[src/logic/link_pkg.sv]
// serial link protocol definitions
// opcodes and the 16-bit command header shared by host and decoder

package link_pkg;

    // word offset carried in every header
    localparam int OFFSET_W = 11;

    // top bit of the header selects the view
    localparam logic OP_READ  = 1'b0;
    localparam logic OP_WRITE = 1'b1;

    // write header, byte lanes to replace
    typedef struct packed {
        logic                op;
        logic [3:0]          sel;
        logic [OFFSET_W-1:0] offset;
    } wr_header_t;

    // read header, burst is word count minus one
    typedef struct packed {
        logic                op;
        logic [3:0]          burst;
        logic [OFFSET_W-1:0] offset;
    } rd_header_t;

    // same header word, decoded by its opcode bit
    typedef union packed {
        wr_header_t wr;
        rd_header_t rd;
    } cmd_header_u;

endpackage

[src/logic/chip_pkg.sv]
// chip bus definitions
// widths and word types of the Wishbone port to external memory

package chip_pkg;

    // byte address and data word widths
    localparam int WB_ADR_W = 32;
    localparam int WB_DAT_W = 32;

    // one select bit per byte lane
    localparam int WB_SEL_W = WB_DAT_W / 8;

    typedef logic [WB_ADR_W-1:0] wb_adr_t;
    typedef logic [WB_DAT_W-1:0] wb_dat_t;
    typedef logic [WB_SEL_W-1:0] wb_sel_t;

endpackage
[src/logic/team_04.sv]
// team 04 chip top, serial to memory bridge
// UART command path on the GPIO pins, Wishbone manager to external memory
// offsets are relocated by mem_adr_start, everything holds while en is low

`timescale 1ns/1ps

module team_04
    import chip_pkg::*;
#(
    parameter int CLKS_PER_BIT = 868
) (
    input  logic        clk,
    input  logic        rst_n,
    input  logic        en,
    input  logic [33:0] gpio_in,
    output logic [33:0] gpio_out,
    output logic [33:0] gpio_oeb,
    input  wb_adr_t     mem_adr_start,
    output wb_adr_t     wb_adr,
    output wb_dat_t     wb_dat_w,
    output wb_sel_t     wb_sel,
    output logic        wb_we,
    output logic        wb_stb,
    output logic        wb_cyc,
    input  wb_dat_t     wb_dat_r,
    input  logic        wb_ack
);

    logic [7:0] rx_byte;
    logic       rx_valid;
    logic [7:0] tx_byte;
    logic       tx_valid;
    logic       tx_ready;
    logic       tx_line;

    logic       mem_read;
    logic       mem_write;
    wb_adr_t    dec_adr;
    wb_adr_t    mem_adr;
    wb_sel_t    mem_sel;
    wb_dat_t    mem_wdata;
    wb_dat_t    mem_rdata;
    logic       mgr_busy;

    // design offset relocated into the memory window
    assign mem_adr = dec_adr + mem_adr_start;

    // host receive pin
    uart_rx #(.CLKS_PER_BIT(CLKS_PER_BIT)) u_rx (
        .clk      (clk),
        .rst_n    (rst_n),
        .rx       (gpio_in[5]),
        .rx_byte  (rx_byte),
        .rx_valid (rx_valid)
    );

    // disabled chip looks permanently busy to the decoder
    cmd_decoder u_dec (
        .clk       (clk),
        .rst_n     (rst_n),
        .rx_byte   (rx_byte),
        .rx_valid  (rx_valid),
        .tx_byte   (tx_byte),
        .tx_valid  (tx_valid),
        .tx_ready  (tx_ready),
        .mem_read  (mem_read),
        .mem_write (mem_write),
        .mem_adr   (dec_adr),
        .mem_sel   (mem_sel),
        .mem_wdata (mem_wdata),
        .mem_rdata (mem_rdata),
        .mem_busy  (mgr_busy | !en)
    );

    uart_tx #(.CLKS_PER_BIT(CLKS_PER_BIT)) u_tx (
        .clk      (clk),
        .rst_n    (rst_n),
        .tx_byte  (tx_byte),
        .tx_valid (tx_valid),
        .tx_ready (tx_ready),
        .tx       (tx_line)
    );

    wishbone_manager u_wb (
        .clk       (clk),
        .rst_n     (rst_n),
        .mem_read  (mem_read),
        .mem_write (mem_write),
        .mem_adr   (mem_adr),
        .mem_sel   (mem_sel),
        .mem_wdata (mem_wdata),
        .mem_rdata (mem_rdata),
        .mem_busy  (mgr_busy),
        .wb_adr    (wb_adr),
        .wb_dat_w  (wb_dat_w),
        .wb_sel    (wb_sel),
        .wb_we     (wb_we),
        .wb_stb    (wb_stb),
        .wb_cyc    (wb_cyc),
        .wb_dat_r  (wb_dat_r),
        .wb_ack    (wb_ack)
    );

    // pins default to inputs driven low
    always_comb begin
        gpio_out = '0;
        gpio_oeb = '1;
        if (en) begin
            // reply line on pin 0
            gpio_out[0] = tx_line;
            gpio_oeb[0] = 1'b0;
        end
    end

endmodule

[src/logic/wishbone_manager.sv]
// Wishbone classic master
// turns one-cycle read/write pulses from the user logic into a bus cycle
// and reports busy until the acknowledge has been taken

`timescale 1ns/1ps

module wishbone_manager
    import chip_pkg::*;
(
    input  logic    clk,
    input  logic    rst_n,
    input  logic    mem_read,
    input  logic    mem_write,
    input  wb_adr_t mem_adr,
    input  wb_sel_t mem_sel,
    input  wb_dat_t mem_wdata,
    output wb_dat_t mem_rdata,
    output logic    mem_busy,
    output wb_adr_t wb_adr,
    output wb_dat_t wb_dat_w,
    output wb_sel_t wb_sel,
    output logic    wb_we,
    output logic    wb_stb,
    output logic    wb_cyc,
    input  wb_dat_t wb_dat_r,
    input  logic    wb_ack
);

    logic start;
    logic done;

    // a new request is only taken between bus cycles
    assign start = (mem_read || mem_write) && !wb_cyc;
    assign done  = wb_cyc && wb_ack;

    // busy window is exactly the bus cycle
    // up one cycle after the request, down one cycle after ack
    assign mem_busy = wb_cyc;

    always_ff @(posedge clk or negedge rst_n) begin
        if (!rst_n) begin
            wb_cyc <= 1'b0;
            wb_stb <= 1'b0;
            wb_we  <= 1'b0;
        end else if (start) begin
            wb_cyc <= 1'b1;
            wb_stb <= 1'b1;
            wb_we  <= mem_write;
        end else if (done) begin
            wb_cyc <= 1'b0;
            wb_stb <= 1'b0;
            wb_we  <= 1'b0;
        end
    end

    // address, data and lanes held for the whole cycle
    always_ff @(posedge clk) begin
        if (start) begin
            wb_adr   <= mem_adr;
            wb_dat_w <= mem_wdata;
            wb_sel   <= mem_sel;
        end
    end

    // read word stays put until the next read completes
    always_ff @(posedge clk) begin
        if (done && !wb_we) begin
            mem_rdata <= wb_dat_r;
        end
    end

    a_stb_in_cyc: assert property (
        @(posedge clk) disable iff (!rst_n) wb_stb |-> wb_cyc
    );

    // slave may stall for any number of cycles
    a_adr_stable: assert property (
        @(posedge clk) disable iff (!rst_n) (wb_stb && !wb_ack) |=> $stable(wb_adr)
    );

endmodule

[src/logic/cmd_decoder.sv]
// command decoder and sequencer
// assembles host frames, issues word writes and read bursts,
// and streams read words back msb first as reply bytes

`timescale 1ns/1ps

module cmd_decoder
    import chip_pkg::*;
    import link_pkg::*;
(
    input  logic       clk,
    input  logic       rst_n,
    input  logic [7:0] rx_byte,
    input  logic       rx_valid,
    output logic [7:0] tx_byte,
    output logic       tx_valid,
    input  logic       tx_ready,
    output logic       mem_read,
    output logic       mem_write,
    output wb_adr_t    mem_adr,
    output wb_sel_t    mem_sel,
    output wb_dat_t    mem_wdata,
    input  wb_dat_t    mem_rdata,
    input  logic       mem_busy
);

    typedef enum logic [2:0] {HEAD, DATA, WRITE, RD_REQ, RD_WAIT, RD_SEND} state_t;

    state_t              state_q;
    logic [1:0]          byte_cnt;
    logic [7:0]          hdr_hi;
    cmd_header_u         hdr_in;
    cmd_header_u         hdr_q;
    logic [OFFSET_W-1:0] offset_q;
    logic [3:0]          words_left;
    wb_dat_t             wdata_q;
    wb_dat_t             word_q;

    // full header as it completes with the second byte
    assign hdr_in = cmd_header_u'({hdr_hi, rx_byte});

    // requests are single-cycle and only while the bus side is free
    assign mem_write = (state_q == WRITE) && !mem_busy;
    assign mem_read  = (state_q == RD_REQ) && !mem_busy;
    // word offset to byte offset
    assign mem_adr   = {{(WB_ADR_W - OFFSET_W - 2){1'b0}}, offset_q, 2'b00};
    // reads always fetch the whole word
    assign mem_sel   = (state_q == WRITE) ? hdr_q.wr.sel : '1;
    assign mem_wdata = wdata_q;

    // reply bytes come from the top of the captured word
    assign tx_valid = (state_q == RD_SEND);
    assign tx_byte  = word_q[WB_DAT_W-1 -: 8];

    always_ff @(posedge clk or negedge rst_n) begin
        if (!rst_n) begin
            state_q  <= HEAD;
            byte_cnt <= '0;
        end else begin
            case (state_q)
                HEAD: begin
                    if (rx_valid) begin
                        byte_cnt <= byte_cnt + 2'd1;
                        if (byte_cnt == 2'd1) begin
                            byte_cnt <= '0;
                            case (hdr_in.wr.op)
                                OP_WRITE: state_q <= DATA;
                                OP_READ:  state_q <= RD_REQ;
                            endcase
                        end
                    end
                end
                // counter wraps back to zero after four data bytes
                DATA: begin
                    if (rx_valid) begin
                        byte_cnt <= byte_cnt + 2'd1;
                        if (byte_cnt == 2'd3) begin
                            state_q <= WRITE;
                        end
                    end
                end
                WRITE: if (!mem_busy) state_q <= HEAD;
                RD_REQ: if (!mem_busy) state_q <= RD_WAIT;
                // busy is already up on the cycle after the request
                RD_WAIT: if (!mem_busy) state_q <= RD_SEND;
                RD_SEND: begin
                    if (tx_ready) begin
                        byte_cnt <= byte_cnt + 2'd1;
                        if (byte_cnt == 2'd3) begin
                            state_q <= (words_left == 4'd0) ? HEAD : RD_REQ;
                        end
                    end
                end
                default: state_q <= HEAD;
            endcase
        end
    end

    always_ff @(posedge clk) begin
        case (state_q)
            HEAD: begin
                if (rx_valid && byte_cnt == 2'd0) begin
                    hdr_hi <= rx_byte;
                end
                if (rx_valid && byte_cnt == 2'd1) begin
                    hdr_q      <= hdr_in;
                    // offset sits in the same bits in both views
                    offset_q   <= hdr_in.rd.offset;
                    words_left <= hdr_in.rd.burst;
                end
            end
            DATA: if (rx_valid) wdata_q <= {wdata_q[WB_DAT_W-9:0], rx_byte};
            RD_WAIT: if (!mem_busy) word_q <= mem_rdata;
            RD_SEND: begin
                if (tx_ready) begin
                    word_q <= {word_q[WB_DAT_W-9:0], 8'h00};
                    // offset of the next burst word wraps in 11 bits
                    if (byte_cnt == 2'd3) begin
                        offset_q   <= offset_q + 1'b1;
                        words_left <= words_left - 1'b1;
                    end
                end
            end
            default: ;
        endcase
    end

    a_no_req_when_busy: assert property (
        @(posedge clk) disable iff (!rst_n) (mem_read || mem_write) |-> !mem_busy
    );

endmodule

[src/logic/uart_tx.sv]
// UART transmitter, 8N1
// takes a byte on a ready/valid handshake and shifts out start, data, stop

`timescale 1ns/1ps

module uart_tx #(
    parameter int CLKS_PER_BIT = 868
) (
    input  logic       clk,
    input  logic       rst_n,
    input  logic [7:0] tx_byte,
    input  logic       tx_valid,
    output logic       tx_ready,
    output logic       tx
);

    localparam int CNT_W = $clog2(CLKS_PER_BIT);
    localparam logic [CNT_W-1:0] FULL_LAST = CNT_W'(CLKS_PER_BIT - 1);

    // stop, data, start with the start bit at the bottom
    logic [9:0]       frame_q;
    logic [CNT_W-1:0] cnt_q;
    logic [3:0]       bit_idx;
    logic             busy_q;

    assign tx_ready = !busy_q;
    // line follows bit 0, all ones once the frame has shifted out
    assign tx       = frame_q[0];

    always_ff @(posedge clk or negedge rst_n) begin
        if (!rst_n) begin
            busy_q  <= 1'b0;
            frame_q <= '1;
            cnt_q   <= '0;
            bit_idx <= '0;
        end else if (!busy_q) begin
            if (tx_valid) begin
                frame_q <= {1'b1, tx_byte, 1'b0};
                busy_q  <= 1'b1;
                cnt_q   <= '0;
                bit_idx <= '0;
            end
        end else if (cnt_q == FULL_LAST) begin
            cnt_q   <= '0;
            // shift in ones so the line returns to idle
            frame_q <= {1'b1, frame_q[9:1]};
            bit_idx <= bit_idx + 1'b1;
            // ten bit times after acceptance
            if (bit_idx == 4'd9) begin
                busy_q <= 1'b0;
            end
        end else begin
            cnt_q <= cnt_q + 1'b1;
        end
    end

    // idle line must sit at the mark level between frames
    a_tx_idle_high: assert property (
        @(posedge clk) disable iff (!rst_n) tx_ready |-> tx
    );

endmodule

[src/logic/uart_rx.sv]
// UART receiver, 8N1
// samples the line at mid-bit and hands out one byte per good frame
// frames with a low stop bit are discarded

`timescale 1ns/1ps

module uart_rx #(
    parameter int CLKS_PER_BIT = 868
) (
    input  logic       clk,
    input  logic       rst_n,
    input  logic       rx,
    output logic [7:0] rx_byte,
    output logic       rx_valid
);

    localparam int CNT_W = $clog2(CLKS_PER_BIT);
    // last count of a full bit and of half a bit
    localparam logic [CNT_W-1:0] FULL_LAST = CNT_W'(CLKS_PER_BIT - 1);
    localparam logic [CNT_W-1:0] HALF_LAST = CNT_W'(CLKS_PER_BIT / 2 - 1);

    typedef enum logic [1:0] {IDLE, START, DATA, STOP} state_t;

    state_t           state_q;
    logic             rx_meta;
    logic             rx_sync;
    logic [CNT_W-1:0] cnt_q;
    logic [2:0]       bit_idx;
    logic [7:0]       shift_q;

    // byte is read straight from the shift register
    assign rx_byte = shift_q;

    always_ff @(posedge clk or negedge rst_n) begin
        if (!rst_n) begin
            rx_meta  <= 1'b1;
            rx_sync  <= 1'b1;
            state_q  <= IDLE;
            cnt_q    <= '0;
            bit_idx  <= '0;
            rx_valid <= 1'b0;
        end else begin
            // two-flop synchronizer, line idles high
            rx_meta  <= rx;
            rx_sync  <= rx_meta;
            rx_valid <= 1'b0;
            case (state_q)
                IDLE: begin
                    cnt_q <= '0;
                    // falling edge marks a start bit
                    if (!rx_sync) begin
                        state_q <= START;
                    end
                end
                START: begin
                    if (cnt_q == HALF_LAST) begin
                        cnt_q   <= '0;
                        bit_idx <= '0;
                        // glitch shorter than half a bit
                        state_q <= rx_sync ? IDLE : DATA;
                    end else begin
                        cnt_q <= cnt_q + 1'b1;
                    end
                end
                DATA: begin
                    if (cnt_q == FULL_LAST) begin
                        cnt_q   <= '0;
                        bit_idx <= bit_idx + 1'b1;
                        if (bit_idx == 3'd7) begin
                            state_q <= STOP;
                        end
                    end else begin
                        cnt_q <= cnt_q + 1'b1;
                    end
                end
                STOP: begin
                    if (cnt_q == FULL_LAST) begin
                        // only a high stop bit delivers the byte
                        rx_valid <= rx_sync;
                        state_q  <= IDLE;
                    end else begin
                        cnt_q <= cnt_q + 1'b1;
                    end
                end
                default: state_q <= IDLE;
            endcase
        end
    end

    // data bits arrive lsb first
    always_ff @(posedge clk) begin
        if (state_q == DATA && cnt_q == FULL_LAST) begin
            shift_q <= {rx_sync, shift_q[7:1]};
        end
    end

    // decoder has no back-pressure, so every byte is a single strobe
    a_rx_valid_single: assert property (
        @(posedge clk) disable iff (!rst_n) rx_valid |=> !rx_valid
    );

endmodule

[config.mk]
export PLATFORM = sky130hd
export DESIGN_NAME = team_04
export DESIGN_NICKNAME = d
export VERILOG_FILES = /design/src/logic/link_pkg.sv /design/src/logic/chip_pkg.sv /design/src/logic/team_04.sv /design/src/logic/wishbone_manager.sv /design/src/logic/cmd_decoder.sv /design/src/logic/uart_tx.sv /design/src/logic/uart_rx.sv
export SDC_FILE = /design/constraint.sdc
export NUM_CORES = 1
export LEC_CHECK = 0
export ABC_AREA = 1
export ABC_CLOCK_PERIOD_IN_PS = 5100
export BUFFER_PORTS_ARGS = -buffer_cell sky130_fd_sc_hd__buf_2
export CAP_MARGIN = 20
export CORE_MARGIN = 4
export CORE_UTILIZATION = 28
export DETAILED_ROUTE_END_ITERATION = 8
export PLACE_DENSITY = 0.48
export REMOVE_ABC_BUFFERS = 1
export SETUP_SLACK_MARGIN = 0.2
export SLEW_MARGIN = 20
export SYNTH_ARGS = -nofsm -noshare
export SYNTH_HDL_FRONTEND = slang
export SYNTH_SLANG_ARGS = --single-unit
[constraint.sdc]
create_clock -name clk -period 5.1 [get_ports clk]
set_clock_uncertainty 0.2 [all_clocks]
set_input_delay 0.255 -clock clk [delete_from_list [all_inputs] [get_ports clk]]
set_output_delay 0.255 -clock clk [all_outputs]
set_load 0.05 [all_outputs]
Word level (Yosys, flattened, before mapping):

Cells that the tools add are included.

* reductions and logical operators: 33
* eq/ne operators: 32
* mux-type cells: 62
* bitwise operators: 2
* add/sub/neg operators: 8

Operators by type and width (count)
* 2-to-1 mux 10 bit: 9
* 2-to-1 mux 32 bit: 2
* one-hot mux 32 bit (2 select lines): 1
* one-hot mux 10 bit (4 select lines): 1
* 2-to-1 mux 11 bit: 3
* 2-to-1 mux 3 bit: 11
* adder 13 x 32 -> 32 bit: 1
* 2-to-1 mux 4 bit: 6
* 2-to-1 mux 2 bit: 11
* one-hot mux 11 bit (2 select lines): 1
* adder 10 x 1 -> 10 bit (second input constant): 2
* == test 10 bit (second input constant): 2
* inequality test 2 bit (second input constant): 9
* one-hot mux 3 bit (6 select lines): 1
* inequality test 2 x 1 -> 1 bit (second input constant): 8
* one-hot mux 3 bit (2 select lines): 2
* adder 11 x 1 -> 11 bit (second input constant): 1
* 2-to-1 mux 1 bit: 11
* == test 10 x 9 -> 1 bit (second input constant): 1
* nonzero test 2 bit: 5
* == test 3 bit (second input constant): 3
* AND reduction 9 bit: 1
* logical AND 1 bit: 8
* one-hot mux 2 bit (4 select lines): 1
* other kinds (23): 36

* flip-flop bits (word level): 260
* bits of input ports: 102
* output and inout port bits: 139

Longest topological paths before layout:

* word-level depth: 7
* depth in mapped cells: 12
* mapped depth without buffers: 12

Hierarchy:

A second synthesis with hierarchy kept.

* cell total of the unflattened synthesis: 1387
* area, all modules: 12976.2 µm²

Modules (own cells, without submodules)
* cmd_decoder: area each 4261.6 µm², times used 1, sequential area each 2857.7 µm², cells each 380
* wishbone_manager: area each 3115.5 µm², times used 1, sequential area each 3052.9 µm², cells each 114
* team_04: area each 2905.3 µm², times used 1, sequential area each 0.0 µm², cells each 566
* uart_tx: area each 1437.6 µm², times used 1, sequential area each 611.8 µm², cells each 195
* uart_rx: area each 1256.2 µm², times used 1, sequential area each 693.2 µm², cells each 132

Worst setup path before layout:

OpenSTA, ideal clock, no wires.

* path kind: register to register
* start point: register u_wb.wb_stb (netlist name)
* end point: register u_wb.wb_we
* path buffers: 0
* arrival time: 4.178 ns
* setup slack: 0.593 ns
* data required time: 4.771 ns
* period minus slack after synthesis: 4.507 ns
* library setup time: 0.129 ns
* cell stages (with the launch flop): 7
* cell sequence: dfrtp_1 -> nor2_1 -> inv_1 -> nor2_1 -> inv_1 -> nand3_1 -> o21ai_0

RTL lines
* end signal, assigned: line wishbone_manager.sv:48 `wb_we <= mem_write;`
* end, declared: line wishbone_manager.sv:22 `output logic wb_we,`

Worst setup path in the final report:

* start point: register u_dec.offset_q[0]
* end point: register u_wb.wb_adr[30] (data pin)

* word-level cells in the longest chain between the ends: 1

RTL lines
* start, declared: line cmd_decoder.sv:34 `logic [OFFSET_W-1:0] offset_q;`
* start signal, assigned: line cmd_decoder.sv:108 `offset_q <= hdr_in.rd.offset;`
* start signal, assigned: line cmd_decoder.sv:119 `offset_q <= offset_q + 1'b1;`
* adder 13 x 32 -> 32 bit: line team_04.sv:46 `assign mem_adr = dec_adr + mem_adr_start;`
* named net mem_adr[30]: line team_04.sv:39 `wb_adr_t mem_adr;`
* end signal, assigned: line wishbone_manager.sv:59 `wb_adr <= mem_adr;`
* end, declared: line wishbone_manager.sv:19 `output wb_adr_t wb_adr,`

The timed path passes the listed nets, and every way through them passes these cells.
A chain may end at the register's enable or synchronous reset.

==> flow_results.org <==
** Yosys
- The most common cell in the synthesized netlist is sky130_fd_sc_hd__nand2_1.
- For this run, the leading register cell type out of synthesis is sky130_fd_sc_hd__edfxtp_1.
- Average instance area after synthesis :: 10.5 um^2
- Of the post-synthesis cell area, the dominant cell type holds 0.518.
- Number of enable-type register cells in the synthesized netlist :: roughly 200
- Fraction of registers with async set/reset :: 0.198
- Ranked by instance count, the synthesized netlist is headed by sky130_fd_sc_hd__nand2_1 (342), sky130_fd_sc_hd__edfxtp_1 (199), sky130_fd_sc_hd__inv_1 (109).
- Total number of yosys warnings :: 0
- Summing every instance area after synthesis gives 11500 um^2.
- Yosys attributes the largest share of cell area to sky130_fd_sc_hd__edfxtp_1 (52%), sky130_fd_sc_hd__nand2_1 (11%), sky130_fd_sc_hd__dfrtp_1 (8.2%).
- The share of the Yosys chip area taken by registers is 0.625.
- The cell count after synthesis came out at 1101.
- Distinct cell type count of the synthesized netlist :: 48
- Yosys reg bits :: around 250
- Cell taking the most area after synthesis :: sky130_fd_sc_hd__edfxtp_1

** Global routing
- For this run, the total global-route usage over all layers was measured as 0.108.
- The number of global-route vias before repair came to between 7000 and 8000.
- The initial antenna violation count is 0.
- Pin count of the biggest net entering global routing :: approximately 60
- Remaining global-route overflow :: 0
- Wire length of the first global-routing pass :: ~40 mm

** Placement
- The congestion estimate from routability-driven global placement came to just over 0.8.
- Detailed placement ended at an HPWL of roughly 17 mm.
- In this run the tool buffered the top-level ports with roughly 140 buffer cells.
- Once placement finished, the instance area stood at roughly 13000 um^2.

** STA
- On the final layout, the worst hold slack is roughly 0.039 ns.
- Number of hold-slack violations in the final timing report :: 0
- The number of max-slew violations in the final report came to 0.
- Top achievable clock speed :: 0.351 GHz
- For the pin with the worst max-slew slack, the measured transition is slightly below 1 ns.
- The worst pin sits at a relative slew slack of 0.352.
- Min cycle time layout :: ~2.9 ns
- Of the available clock period, the critical path in the final layout requires 0.559.
- Adding up every negative setup slack in the final design gives 0 ns.
- RSZ-0062 raised after global routing :: false
- Setup violations remaining at the end of the flow were counted as 0.

** Setup path
- Cell breakdown of the critical path :: ha_1 > fa_1 > nand3_1 > nand3_1 > nand3_1 > nand3_2 > nand2_1 > nand2_1 > dlygate4sd3_1 > nand2_1
- Along the worst path, the maximum fanout reaches 8.
- The critical path is of the register to register type.
- Master of the slowest instance on the critical path :: sky130_fd_sc_hd__dlygate4sd3_1
- The largest single stage delay on the critical path is ~0.54 ns.
- The worst setup path is launched from a register.
- At the worst endpoint, the arrival time is approximately 3.1 ns.
- The worst setup path is captured at a register.
- Broken down by cell family, the worst path's largest delay share belongs to simple AND/OR/NAND/NOR gates.
- Count of buffer and inverter cells on the critical path :: 1
- Required arrival time at the worst endpoint :: between 5 and 6 ns

** Drt
- Total length of routed wires :: roughly 24 mm
- Before antenna repair, the detailed router went through 4 iterations.
- After detailed routing, the average wire length per cell comes to 12.9 um.
- The count of nets left with antenna violations once routing finished came out at 0.
- The first routing iteration left 423 violations.
- Vias after detailed routing :: about 8000
- Via-to-Cell Ratio :: between 4 and 5
- In the routed design, unresolved DRC markers number 0.

** Worst hold path
- Hold WC Path Type :: primary input to register

** Die
- Area of the die :: 44500 um^2
- For this design the top-level I/O count stands at 241.
- Core area :: between 40000 and 50000 um^2
- Die width :: 211 um
- The floorplan has 74 rows.
- Floorplan die height :: roughly 210 um
- Effective utilization at floorplan :: 0.283

** Pwr
- The worst-case IR drop observed on VDD is 0.267 mV.
- Static power due to leakage :: approximately 6.1 nW
- In this run the power density over the cells is roughly 310 nW/um^2.

** Clocking
- For this design, the CTS-stage hold fixing added 60 buffers.
- The clock passes through at most 3 buffers.
- In this run the number of H-tree levels came out at 1.
- After clock tree synthesis, the clock-pin slew on the worst setup and hold paths is ~0.060 ns.
- TritonCTS built the clock tree.
- Cts repair resizes :: 0
- Clock network latency to the later pin of the worst-skew pair :: 0.55 ns
- Root Buffer :: sky130_fd_sc_hd__clkbuf_16
- Post-CTS setup-driven buffer insertion count :: 0
- Num CTS Buffers :: 30
- The clock net in this run drives a total of between 200 and 250 sinks.

** Cells and area
- From synthesis to final layout, the design area changed by 22.7%.
- In the final layout, the share of cells above drive strength 1 is 0.178.
- The final layout contains about 1500 nets.
- Final design instance area without fill :: 14200 um^2
- Count of antenna diodes in the layout :: 0

** Run status
- The run finished with clean final reports.

** Flow run
- Number of maximum-capacitance violations :: 0
-- area by class of cell --
class	instances	area, um^2
Timing Repair Buffer	206	1360
Tap cell	532	666
Sequential cell	248	7220
Inverter	112	420
Clock inverter	14	86.3
Multi-Input combinational cell	724	3590
Clock buffer	42	827
Fill cell	4148	26700
-- metrics by stage --
step / util / setup WS [ns] / std cells / total power [mW]
6_report: 0.347 / 2.25 / 1878 / 4.43
3_3_place_gp: 0.309 / 2.35 / 1761 / 2.48
3_5_place_dp: 0.309 / 2.35 / 1761 / 2.48
4_1_cts: 0.346 / 2.23 / 1877 / 4.51
2_1_floorplan: - / 0.367 / 1084 / 2.41
5_1_grt: 0.347 / 2.05 / 1878 / 4.62
-- report_power, final --
group,internal (mW),total [mW],leakage [nW],switching (mW)
clock,1.13,1.96,0.431,0.826
sequential,2.19,2.19,2.42,0.00438
combinational,0.0772,0.281,3.20,0.203
total,3.40,4.43,6.05,1.03
-- registers in the layout, indices dropped and copies added (netlist names), 2 cells and up, named ones only --
register	flops
u_dec.byte_cnt	2
u_dec.hdr_hi	8
u_dec.hdr_q	4
u_dec.mem_wdata	32
u_dec.offset_q	11
u_dec.state_q	3
u_dec.word_q	32
u_dec.words_left	4
u_rx.bit_idx	3
u_rx.cnt_q	10
u_rx.rx_byte	8
u_tx.bit_idx	4
u_tx.cnt_q	10
u_tx.frame_q	9
u_wb.mem_rdata	32
u_wb.wb_adr	32
u_wb.wb_dat_w	32
u_wb.wb_sel	4
-- placed cells by master, fill, tap and decap left out, drive strengths merged, types with 2 or more instances in the layout --
cell,instances
o22ai,6
a21oi,15
dfstp,11
clkinv,7
dlygate4sd3,60
and2,3
nand3b,5
conb,66
nor3,14
nand3,74
nand2,350
a21boi,2
xnor2,4
ha,26
o21bai,3
nor2,67
or2,5
dfrtp,38
clkbuf,42
nor4,2
edfxtp,199
nand4,11
nor3b,2
o21ai,36
clkinvlp,5
xor2,25
buf,146
inv,114
-- worst min-delay path: cells and delay by family --
family	cells	cell delay, ns
fa+ha+maj	1	0.20
buf+inv	1	0.09
xor+xnor	1	0.08
-- routing by layer --
metal	part of all wire	GRT usage	up-vias
li1	-	-	3956
met4	0.029	0.0322	0
met1	0.44	0.139	3610
met5	0	0	-
met3	0.055	0.0209	44
met2	0.47	0.185	176
-- logic make-up (layout without fill, tap and decap cells) --
| logic type | Yosys count | in the layout | synth area share |
|---|---|---|---|
| mux | 1 | 1 | 0.000867 |
| flops | 248 | 248 | 0.625 |
| buf+inv | 193 | 374 | 0.0886 |
| fa+ha+maj | 27 | 27 | 0.0299 |
| compound gates | 67 | 67 | 0.0329 |
| xor+xnor | 29 | 29 | 0.0220 |
| simple gates | 534 | 534 | 0.200 |
| other cells | 2 | 66 | 0.000650 |
-- path summary, 6_finish.rpt --
| kind | start | to | slack, ns | depth (start not counted) |
|---|---|---|---|---|
| max | u_dec.offset_q[0] | u_wb.wb_adr[30] | 2.25 | 10 |
| min | mem_adr_start[7] | u_wb.wb_adr[7] | 0.04 | 3 |
| max reg2reg | u_dec.offset_q[0] | u_wb.wb_adr[30] | 2.25 | 10 |
| min reg2reg | u_rx.rx_meta | u_rx.rx_sync | 0.17 | 0 |
| max in group asynchronous | rst_n | u_tx.bit_idx[3] | 4.08 | 3 |
| min in group asynchronous | rst_n | u_wb.wb_stb | 0.15 | 3 |
Power figures use the tool's default switching activity.
